[src/hw/fp96_pkg.sv]
// shared FP96 format constants, payload structs and queue depths, reached by scoped names
`default_nettype none

package fp96_pkg;

	// ======================================================================
	// format constants
	// ======================================================================

	// top exponent bit, exponent is 15 bits wide
	localparam int EMSB = 14;
	// top fraction bit, doubles as the quiet bit of a nan
	localparam int FMSB = 79;

	// ======================================================================
	// buffering
	// ======================================================================

	// both depths must stay powers of two
	localparam int OPQ_DEPTH = 8;
	localparam int RESQ_DEPTH = 8;

	// ======================================================================
	// payload types
	// ======================================================================

	// 96 bit value: sign, biased exponent, fraction
	// no hidden bit is stored
	typedef struct packed {
		logic sign;
		logic [EMSB:0] exp;
		logic [FMSB:0] man;
	} FP96;

	// one compare request, 192 bits, a is the left operand
	typedef struct packed {
		FP96 a;
		FP96 b;
	} fp_pair_t;

	// compare result, 18 bits
	// cond bits: 0 eq, 1 lt, 2 le, 3 magnitude lt, 4 unordered
	// bits 8 to 12 hold the complements of bits 0 to 4, the rest read zero
	typedef struct packed {
		logic [15:0] cond;
		logic nan;
		logic snan;
	} cmp_result_t;

endpackage

`default_nettype wire

[src/hw/fp_cmp_pipe.sv]
// two-stage compare pipeline draining the operand queue into the result queue under credit
`default_nettype none

module fp_cmp_pipe
(
	input logic clk,
	input logic rst_n,
	input logic op_valid,
	input fp96_pkg::fp_pair_t op_head,
	output logic op_pop,
	input logic [$clog2(fp96_pkg::RESQ_DEPTH):0] res_count,
	output logic res_push,
	output fp96_pkg::cmp_result_t res_in
);

	// stage 1, popped operand pair
	logic s1_valid;
	fp96_pkg::fp_pair_t s1_pair;

	// stage 2, registered result
	logic s2_valid;
	fp96_pkg::cmp_result_t s2_res;

	// comparator outputs from stage 1
	logic [15:0] cmp_cond;
	logic cmp_nan;
	logic cmp_snan;

	// credit bookkeeping
	logic [1:0] in_flight;
	logic [$clog2(fp96_pkg::RESQ_DEPTH)+1:0] occupancy;

	// ======================================================================
	// credit
	// ======================================================================

	// items already headed for the result queue
	assign in_flight = {1'b0, s1_valid} + {1'b0, s2_valid};

	// result queue contents plus everything that will still land there
	assign occupancy = {1'b0, res_count}
		+ {{($clog2(fp96_pkg::RESQ_DEPTH)){1'b0}}, in_flight};

	// pop only when the new item is guaranteed a slot
	// so the result queue never sees a push while full
	assign op_pop = op_valid
		& (occupancy < ($clog2(fp96_pkg::RESQ_DEPTH) + 2)'(fp96_pkg::RESQ_DEPTH));

	// ======================================================================
	// stages
	// ======================================================================

	fp_compare96 u_cmp
	(
		.a(s1_pair.a),
		.b(s1_pair.b),
		.o(cmp_cond),
		.nan(cmp_nan),
		.snan(cmp_snan)
	);

	// valid bits
	always_ff @(posedge clk or negedge rst_n)
	begin
		if (!rst_n)
		begin
			s1_valid <= 1'b0;
			s2_valid <= 1'b0;
		end
		else
		begin
			s1_valid <= op_pop;
			s2_valid <= s1_valid;
		end
	end

	// payload registers, loaded only on a valid transfer
	always_ff @(posedge clk)
	begin
		if (op_pop)
			s1_pair <= op_head;
		if (s1_valid)
			s2_res <= '{cond: cmp_cond, nan: cmp_nan, snan: cmp_snan};
	end

	// stage 2 feeds the result queue directly
	assign res_push = s2_valid;
	assign res_in = s2_res;

	// queue count from the result side plus our stages never overruns the depth
	assert property (@(posedge clk) disable iff (!rst_n)
		occupancy <= ($clog2(fp96_pkg::RESQ_DEPTH) + 2)'(fp96_pkg::RESQ_DEPTH))
	else $error("fp_cmp_pipe: credit overrun, occupancy %0d", occupancy);

endmodule

`default_nettype wire

[src/hw/fp_cmp_unit.sv]
// top of the buffered FP96 compare unit: host write port, operand queue, pipeline, result queue
`default_nettype none

module fp_cmp_unit
(
	input logic clk,
	input logic rst_n,
	// host write side
	input logic cmp_wr,
	input fp96_pkg::fp_pair_t cmp_pair,
	output logic cmp_full,
	// host read side
	input logic res_rd,
	output logic res_valid,
	output fp96_pkg::cmp_result_t res_data
);

	// operand queue to pipeline
	logic op_valid;
	fp96_pkg::fp_pair_t op_head;
	logic op_pop;

	// pipeline to result queue
	logic res_push;
	fp96_pkg::cmp_result_t res_in;
	logic [$clog2(fp96_pkg::RESQ_DEPTH):0] res_count;

	// ======================================================================
	// operand queue, written straight from the host strobe
	// ======================================================================

	fp_queue #(.payload_t(fp96_pkg::fp_pair_t), .DEPTH(fp96_pkg::OPQ_DEPTH)) u_opq
	(
		.clk(clk),
		.rst_n(rst_n),
		.push(cmp_wr),
		.din(cmp_pair),
		.pop(op_pop),
		.dout(op_head),
		.not_empty(op_valid),
		.full(cmp_full),
		.count()
	);

	// ======================================================================
	// compare pipeline
	// ======================================================================

	fp_cmp_pipe u_pipe
	(
		.clk(clk),
		.rst_n(rst_n),
		.op_valid(op_valid),
		.op_head(op_head),
		.op_pop(op_pop),
		.res_count(res_count),
		.res_push(res_push),
		.res_in(res_in)
	);

	// result queue, full is never reached thanks to the pipeline credit
	fp_queue #(.payload_t(fp96_pkg::cmp_result_t), .DEPTH(fp96_pkg::RESQ_DEPTH)) u_resq
	(
		.clk(clk),
		.rst_n(rst_n),
		.push(res_push),
		.din(res_in),
		.pop(res_rd),
		.dout(res_data),
		.not_empty(res_valid),
		.full(),
		.count(res_count)
	);

endmodule

`default_nettype wire

[src/hw/fp_compare96.sv]
// combinational FP96 compare forming the 16-bit condition word and nan/snan flags
`default_nettype none

module fp_compare96
(
	input fp96_pkg::FP96 a,
	input fp96_pkg::FP96 b,
	output logic [15:0] o,
	output logic nan,
	output logic snan
);

	// decomposed operand a
	logic sa;
	logic [fp96_pkg::EMSB:0] xa;
	logic [fp96_pkg::FMSB:0] ma;
	logic az;
	logic nan_a;
	logic snan_a;

	// decomposed operand b
	logic sb;
	logic [fp96_pkg::EMSB:0] xb;
	logic [fp96_pkg::FMSB:0] mb;
	logic bz;
	logic nan_b;
	logic snan_b;

	// intermediate relations
	logic unordered;
	logic eq;
	logic mag_lt;
	logic mag_gt;
	logic lt;

	fp_decomp96 u_dec_a (.i(a), .sgn(sa), .exp(xa), .man(ma), .vz(az), .nan(nan_a),
		.qnan(), .snan(snan_a));
	fp_decomp96 u_dec_b (.i(b), .sgn(sb), .exp(xb), .man(mb), .vz(bz), .nan(nan_b),
		.qnan(), .snan(snan_b));

	// ======================================================================
	// relations
	// ======================================================================

	// any nan makes the pair unordered
	assign unordered = nan_a | nan_b;

	// +0 and -0 are equal, otherwise bit pattern equality
	assign eq = ~unordered & ((az & bz) | (a == b));

	// magnitude order, exponent then fraction
	assign mag_lt = {xa, ma} < {xb, mb};
	assign mag_gt = {xa, ma} > {xb, mb};

	// signs differ: negative side is less unless both are zero
	// both negative: larger magnitude is less
	assign lt = ~unordered & ((sa ^ sb) ? (sa & ~(az & bz)) : (sa ? mag_gt : mag_lt));

	// ======================================================================
	// condition word
	// ======================================================================

	always_comb
	begin
		o = '0;
		o[0] = eq;
		o[1] = lt;
		o[2] = lt | eq;
		// magnitude only, sign ignored
		o[3] = mag_lt;
		o[4] = unordered;
		o[12:8] = ~o[4:0];
	end

	assign nan = unordered;
	// signalling on either side
	assign snan = snan_a | snan_b;

	// eq needs equal bits or two zeros, lt needs an ordered difference
	always_comb
	begin
		assert final (!(eq && lt))
		else $error("fp_compare96: eq and lt both set");
	end

endmodule

`default_nettype wire

[src/hw/fp_decomp96.sv]
// field split and nan/zero classification of one FP96 value, used by the comparator
`default_nettype none

module fp_decomp96
(
	input fp96_pkg::FP96 i,
	output logic sgn,
	output logic [fp96_pkg::EMSB:0] exp,
	output logic [fp96_pkg::FMSB:0] man,
	output logic vz,
	output logic nan,
	output logic qnan,
	output logic snan
);

	// exponent all ones, used for both inf and nan
	logic exp_max;
	// any fraction bit set
	logic man_nz;

	// raw fields, no bias removal
	assign sgn = i.sign;
	assign exp = i.exp;
	assign man = i.man;

	assign exp_max = &i.exp;
	assign man_nz = |i.man;

	// zero of either sign
	// denormals are not zero here, they keep their bit pattern
	assign vz = ~|i.exp & ~man_nz;

	// inf has a zero fraction, so it is not a nan
	assign nan = exp_max & man_nz;

	// quiet bit set means quiet nan
	assign qnan = nan & i.man[fp96_pkg::FMSB];
	// quiet bit clear on a nan, payload is nonzero by definition
	assign snan = nan & ~i.man[fp96_pkg::FMSB];

endmodule

`default_nettype wire

[src/hw/fp_queue.sv]
// first-word-fall-through queue over any packed payload, instantiated for operands and results
`default_nettype none

module fp_queue
#(
	parameter type payload_t = logic [7:0],
	parameter int DEPTH = 8
)
(
	input logic clk,
	input logic rst_n,
	input logic push,
	input payload_t din,
	input logic pop,
	output payload_t dout,
	output logic not_empty,
	output logic full,
	output logic [$clog2(DEPTH):0] count
);

	// ======================================================================
	// storage and pointers
	// ======================================================================

	// circular buffer whose power of two depth lets the pointers wrap on their own
	payload_t mem [DEPTH];
	logic [$clog2(DEPTH)-1:0] wr_ptr;
	logic [$clog2(DEPTH)-1:0] rd_ptr;

	// qualified strobes
	logic do_push;
	logic do_pop;

	// a push into a full queue is dropped
	assign do_push = push & ~full;
	// a pop on an empty queue is dropped
	assign do_pop = pop & not_empty;

	// payload storage written on an accepted push
	always_ff @(posedge clk)
	begin
		if (do_push)
			mem[wr_ptr] <= din;
	end

	// ======================================================================
	// control
	// ======================================================================

	always_ff @(posedge clk or negedge rst_n)
	begin
		if (!rst_n)
		begin
			wr_ptr <= '0;
			rd_ptr <= '0;
			count <= '0;
		end
		else
		begin
			if (do_push)
				wr_ptr <= wr_ptr + 1;
			if (do_pop)
				rd_ptr <= rd_ptr + 1;
			// push and pop together leave count alone
			case ({do_push, do_pop})
				2'b10: count <= count + 1;
				2'b01: count <= count - 1;
				default: count <= count;
			endcase
		end
	end

	// head is visible the edge after it was pushed
	assign dout = mem[rd_ptr];
	assign not_empty = (count != '0);
	assign full = (count == ($clog2(DEPTH) + 1)'(DEPTH));

	// upstream must watch full
	assert property (@(posedge clk) disable iff (!rst_n) push |-> !full)
	else $error("fp_queue: push while full");

	// downstream must watch not_empty
	assert property (@(posedge clk) disable iff (!rst_n) pop |-> not_empty)
	else $error("fp_queue: pop while empty");

endmodule

`default_nettype wire

[config.mk]
export PLATFORM = sky130hd
export DESIGN_NAME = fp_cmp_unit
export DESIGN_NICKNAME = d
export VERILOG_FILES = /design/src/hw/fp96_pkg.sv /design/src/hw/fp_cmp_pipe.sv /design/src/hw/fp_cmp_unit.sv /design/src/hw/fp_compare96.sv /design/src/hw/fp_decomp96.sv /design/src/hw/fp_queue.sv
export SDC_FILE = /design/constraint.sdc
export NUM_CORES = 2
export LEC_CHECK = 0
export BUFFER_PORTS_ARGS = -buffer_cell sky130_fd_sc_hd__buf_4
export CAP_MARGIN = 20
export CORE_MARGIN = 2
export CORE_UTILIZATION = 32
export DETAILED_ROUTE_END_ITERATION = 6
export SYNTH_ARGS = -nofsm -noshare
export SYNTH_HDL_FRONTEND = slang
export SYNTH_SLANG_ARGS = --single-unit
[constraint.sdc]
create_clock -name clk -period 30.4 [get_ports clk]
set_input_delay 6.08 -clock clk [delete_from_list [all_inputs] [get_ports clk]]
set_output_delay 6.08 -clock clk [all_outputs]
set_load 0.01 [all_outputs]
======== Word level (Yosys, flattened, before mapping) ========
Memory sizes are Yosys's and may differ from the RTL's. A register that Yosys moved wholly into a read port is not among the register bits.
Cells that the tools add are included.
word-level totals
  bits in registers ....................... 34
  RAM bits ................................ 1632
  input bits .............................. 196
  output and inout port bits .............. 20
  logic and storage cells ................. 82
  memories kept ........................... 2
memories
  memory      depth  width  read ports  clocked after Yosys merged registers in  wr ports  line            source
  u_opq.mem   8      192    1           1                                        1         fp_queue.sv:26  payload_t mem [DEPTH];
  u_resq.mem  8      12     1           0                                        1         fp_queue.sv:26
operators by class
  add/subtract/negate cells ............... 10
  magnitude comparators ................... 3
  equality and inequality tests ........... 7
  muxes and demuxes ....................... 8
  bitwise operators ....................... 29
  reduce and logical (&&, ||, !) cells .... 12
operators with widths
  cell                                                                   number
  80-bit OR reduction                                                    2
  96-bit equality test                                                   1
  95-bit > comparator                                                    1
  95-bit < comparator                                                    1
  15-bit AND reduction                                                   2
  15-bit OR reduction                                                    2
  4-bit case mux with 2 select lines                                     2
  1-bit bitwise AND                                                      15
  3-bit by 1-bit adder with 3-bit output, second input constant          4
  4-bit by 1-bit adder with 4-bit output, second input constant          2
  4-bit equality test, second input constant                             2
  1-bit inverter                                                         8
  4-bit nonzero test                                                     2
  4-bit by 1-bit subtractor with 4-bit output, second input constant     2
  1-bit 2-to-1 mux                                                       6
  4-bit by 2-bit adder with 5-bit output                                 1
  5-bit by 4-bit < comparator with 1-bit output, second input constant   1
  5-bit inverter                                                         1
  2-bit by 1-bit equality test with 1-bit output, second input constant  2
  2-bit equality test, second input constant                             2
  1-bit OR                                                               4
  2-bit nonzero test                                                     2
  1-bit by 1-bit adder with 2-bit output                                 1
  1-bit zero test                                                        2
  1-bit bitwise XOR                                                      1

======== Longest topological paths before layout ========
  word-level depth ........................ 10
  gate-level depth with buffers ........... 11
  mapped depth without buffers ............ 11

======== Modules after synthesis ========
Synthesis repeated with hierarchy kept, for this count alone.
unflattened totals
  cell total of the unflattened synthesis .. 3563
  area total of the unflattened synthesis .. 76493.4 µm²
by module, submodules not included
  module              instances  cells an instance  area an instance (µm²)  sequential area each (µm²)
  fp_queue at u_opq   1          2284               58280.9                 46374.5
  fp_cmp_pipe         1          216                6394.9                  6356.1
  fp_queue at u_resq  1          273                6153.4                  4574.4
  fp_compare96        1          516                3679.8                  0.0
  fp_decomp96         2          137                992.2                   0.0

======== Least setup slack after synthesis ========
Ideal clock, no wire load.
  kind .................................... in2reg
  start ................................... in cmp_wr
  end ..................................... mem u_opq.mem[0][0] in the netlist's numbering (enable)
  library setup time ...................... 979 ps
  arrival ................................. 19320 ps
  data required time ...................... 29421 ps
  setup slack ............................. 10101 ps
  stages .................................. 3
  buffers on the path ..................... 0
  cell sequence ........................... and2_1 nand2b_1 nor3_1
on the way
  cells in the longest elaborated chain, start to end .. 3
RTL lines
  element                                 line              source
  start, declared                         fp_cmp_unit.sv:9  input logic cmp_wr,
  1-bit bitwise AND                       fp_queue.sv:35    assign do_push = push & ~full;
  1-bit 2-to-1 mux                        fp_queue.sv:42    if (do_push)
  1-bit 2-to-1 mux (not written as such)  fp_queue.sv:43    mem[wr_ptr] <= din;
  end, declared                           fp_queue.sv:26
Every way passes these cells.

======== Worst setup path after layout ========
  start ................................... in cmp_wr
  end ..................................... mem u_opq.mem[2][139] in the netlist's numbering (enable)
The elaborated chain is that of the path after synthesis.

==> results.yml <==
worst_setup_path:
  startpoint_type: "input port"
  setup.worst_path.end: "u_opq.mem[2][139]$_DFFE_PP_"
  path_cells: "buf_4 > and2_1 > nand2b_1 > nor2_4 > buf_4 > buf_4 > buf_4 > buf_4"
  crit_top_cell: "buf_4"
  cp.arrival_ns: 10.31
  rr_endpoint: "u_pipe.s1_pair[71]$_DFFE_PP_"
  r2r-start: "u_opq.rd_ptr[0]$_DFFE_PN0P_"
  slowest_stage: "buf_4"
  critPathMaxFanout: 54
  cp-end-kind: "flop"
  critPathLaunch: "cmp_wr"
  r2r_cells: 6
  rrSetupSlack_ns: 25.10
  cpPeakStageDelay_ns: 0.91
  critical_path_class: "in2reg"
  critPathRequiredTime_ns: 30.82
sta:
  rsz0062_at_grt: "false"
  tns_ns: 0
  setup_viol: 0
  post-route-period-util_pct: 32.5
  tightest_slew_ns: 1.28
  hold-worst-slack_ns: 0.507
  slew_headroom_pct: 14.2
  report.final.hold_viol_count: 0
  finalWorstSetupSlack_ns: 20.51
  finalWorstPathRequiredPeriod_ns: 9.89
  clock.fmax_ghz: 0.101
  slew_viol_final: 0
  skew_ns: 0.0301
floorplan:
  ios: 216
  die_area_sq_um: 226000
  die_w_um: 475
  die_h_um: 475
  core_area_sq_um: 222000
  start_util_pct: 32.1
  rows: 173
grt:
  grt_pass1_vias: 32873
  grt_max_degree: 127
  grt-busiest-layer: "met2"
  grt.overflow.total: 0
  grt_pass1_wl_mm: 237
  antenna_found_initial: 76
  grt_use_met1_pct: 19.5
  met3_usage_pct: 4.39
  grt_usage_pct: 14.5
  grt_use_met2_pct: 22.7
cells_and_area:
  fillerInstances: 20094
  finalNetCount: 3770
  drive_gt1_share_pct: 32.0
  seqCellArea_sq_um: 55400
  area_delta_synth_final_pct: 15.4
  multi_input_area_sq_um: 14800
  fin_cells: 6596
  final_util_pct: 37.0
  final_area_sq_um: 82000
worst_hold_path:
  holdPathStages: 1
  hold_path_class: "reg2reg"
clock_network:
  cts_root_buffer: "clkbuf_16"
  post_cts_resized: 0
  clockBufferDepth: 3
  h-tree-depth: 4
  tritoncts: "done"
  post-cts-setup-buffers: 0
  cts_buffers: 175
  cts_sinks: 1849
  cts_hold_buf: 0
  path_clk_slew_ns: 0.06
  insertion_delay_ns: 0.81
placed_design:
  gp_routability_congestion: 0.801
  dp.cells: 6261
  hpwl_mm: 100
  pre_cts_slack_ns: 19.61
  portBuffers: 209
  postPlaceCellArea_sq_um: 76500
pwr:
  leakagePower_nw: 26.3
  ir_drop_v: 0.0000684
  powerDensity_nw_per_um2: 97.5
  total_power_mw: 8.00
route:
  ant_nets: 0
  drt_iter0_markers: 3044
  routed_wl_mm: 165
  vias: 32070
  viasPerCell: 4.86
  wl_per_cell_um: 25.0
  drc: 0
  first_pass_iters: 7
synth:
  syn_area_sq_um: 71100
  yosys_warnings: 0
  yosys-top-cells-area: "edfxtp_1, mux4_2, mux2_2"
  synth_top_area_share_pct: 77.2
  ys_ff_latch: 1849
  synth_edf_count: 1827
  synth_ff_type: "edfxtp_1"
  postSynthAreaPerCell_sq_um: 22.7
  yosys.area.top_type: "edfxtp_1"
  postSynthCellCount: 3132
  ys_async_sr_fraction_pct: 1.19
  yosysSeqAreaShare_pct: 77.9
  synth_cell_types: 51
run_status:
  status: "finished, final reports clean"
flow_run:
  drv_cap: 0
[worst min-delay path by stage]
stage / from / endpoint / slack, ns
after global routing: u_opq.count[3]$_DFFE_PN0P_ / u_opq.count[3]$_DFFE_PN0P_ / 0.51
final: u_opq.count[3]$_DFFE_PN0P_ / u_opq.count[3]$_DFFE_PN0P_ / 0.51
after CTS: u_opq.count[3]$_DFFE_PN0P_ / u_opq.count[3]$_DFFE_PN0P_ / 0.50
after global placement: u_opq.count[3]$_DFFE_PN0P_ / u_opq.count[3]$_DFFE_PN0P_ / 0.49
after detailed placement: u_opq.count[3]$_DFFE_PN0P_ / u_opq.count[3]$_DFFE_PN0P_ / 0.49
after floorplan: u_opq.count[3]$_DFFE_PN0P_ / u_opq.count[3]$_DFFE_PN0P_ / 0.46
[critical path, delay by kind of cell]
kind                   cells  cell delay [ns]
buffers and inverters      5             3.22
AND/OR/NAND/NOR            3             0.78
[routing by layer]
layer | vias up | wire, um
met4 | 58 | 3480
met3 | 305 | 12700
met1 | 16956 | 70300
met2 | 933 | 77700
met5 | - | 375
li1 | 13818 | -
[cell usage in the layout (no fill, tap or decap), drive strengths merged, types with 15 or more instances in the layout]
cell	instances
mux4	406
ha	106
mux2	206
dfrtp	22
nand3	18
buf	272
nor3	15
nor4	57
a21oi	41
clkbuf	210
nand2	52
nand4	41
inv	117
o21ai	17
nor2	27
clkinv	88
edfxtp	1827
[synth_stat cells (2+ instances only)]
library cell	count
and4_1	3
clkbuf_1	62
nand4_2	2
nand2b_1	7
nand4_1	39
xor2_1	6
nand3_1	17
nor3_1	11
nor3_2	4
nand3b_1	2
fa_1	2
dfrtp_1	22
ha_1	106
buf_1	12
and2_1	2
a21oi_1	40
mux2_2	205
nor4_1	57
nand2_1	52
buf_2	39
a21o_1	7
o21ai_0	17
mux4_2	406
xnor2_1	9
inv_1	111
buf_4	7
edfxtp_1	1827
o211ai_1	3
nor2b_1	2
a211oi_1	2
nor2_1	27
a221oi_1	5
[logic make-up (layout without fill, tap and decap cells)]
logic type               Yosys count  after routing  synth area share (%)
multiplexers                     613            613                  16.1
other                              1             19               0.00527
AND/OR/NAND/NOR                  231            231                  1.79
flip-flops                      1849           1849                  77.9
XOR/XNOR                          15             15                 0.185
AO/OA/AOI/OAI                     84             84                 0.704
adder cells (fa/ha/maj)          108            108                  1.92
buffers and inverters            231            702                  1.33
[where the power goes]
group | leakage [nW] | switching [mW] | internal [mW]
clock | 2.69 | 0.927 | 1.16
combinational | 6.72 | 1.17 | 0.997
sequential | 16.9 | 0.298 | 3.45
total | 26.3 | 2.39 | 5.61
[layout make-up]
type                            count  area share, %
Timing Repair Buffer              272           2.60
Multi-Input combinational cell   1057           18.1
Tap cell                         2975           4.54
Antenna cell                       13         0.0397
Clock buffer                      210           5.59
Clock inverter                    109           1.06
Inverter                          111          0.508
Sequential cell                  1849           67.6
[registers in the layout (all words and copies together) (netlist names)]
name,flops
u_resq.rd_ptr,3
u_pipe.res_push,1
u_resq.wr_ptr,3
u_pipe.s1_pair,192
u_pipe.s1_valid,1
u_opq.rd_ptr,3
u_resq.count,4
u_resq.mem,88
u_opq.wr_ptr,3
u_opq.count,4
u_opq.mem,1536
u_pipe.res_in,11
No activity file was read; power rests on OpenSTA's default activity.
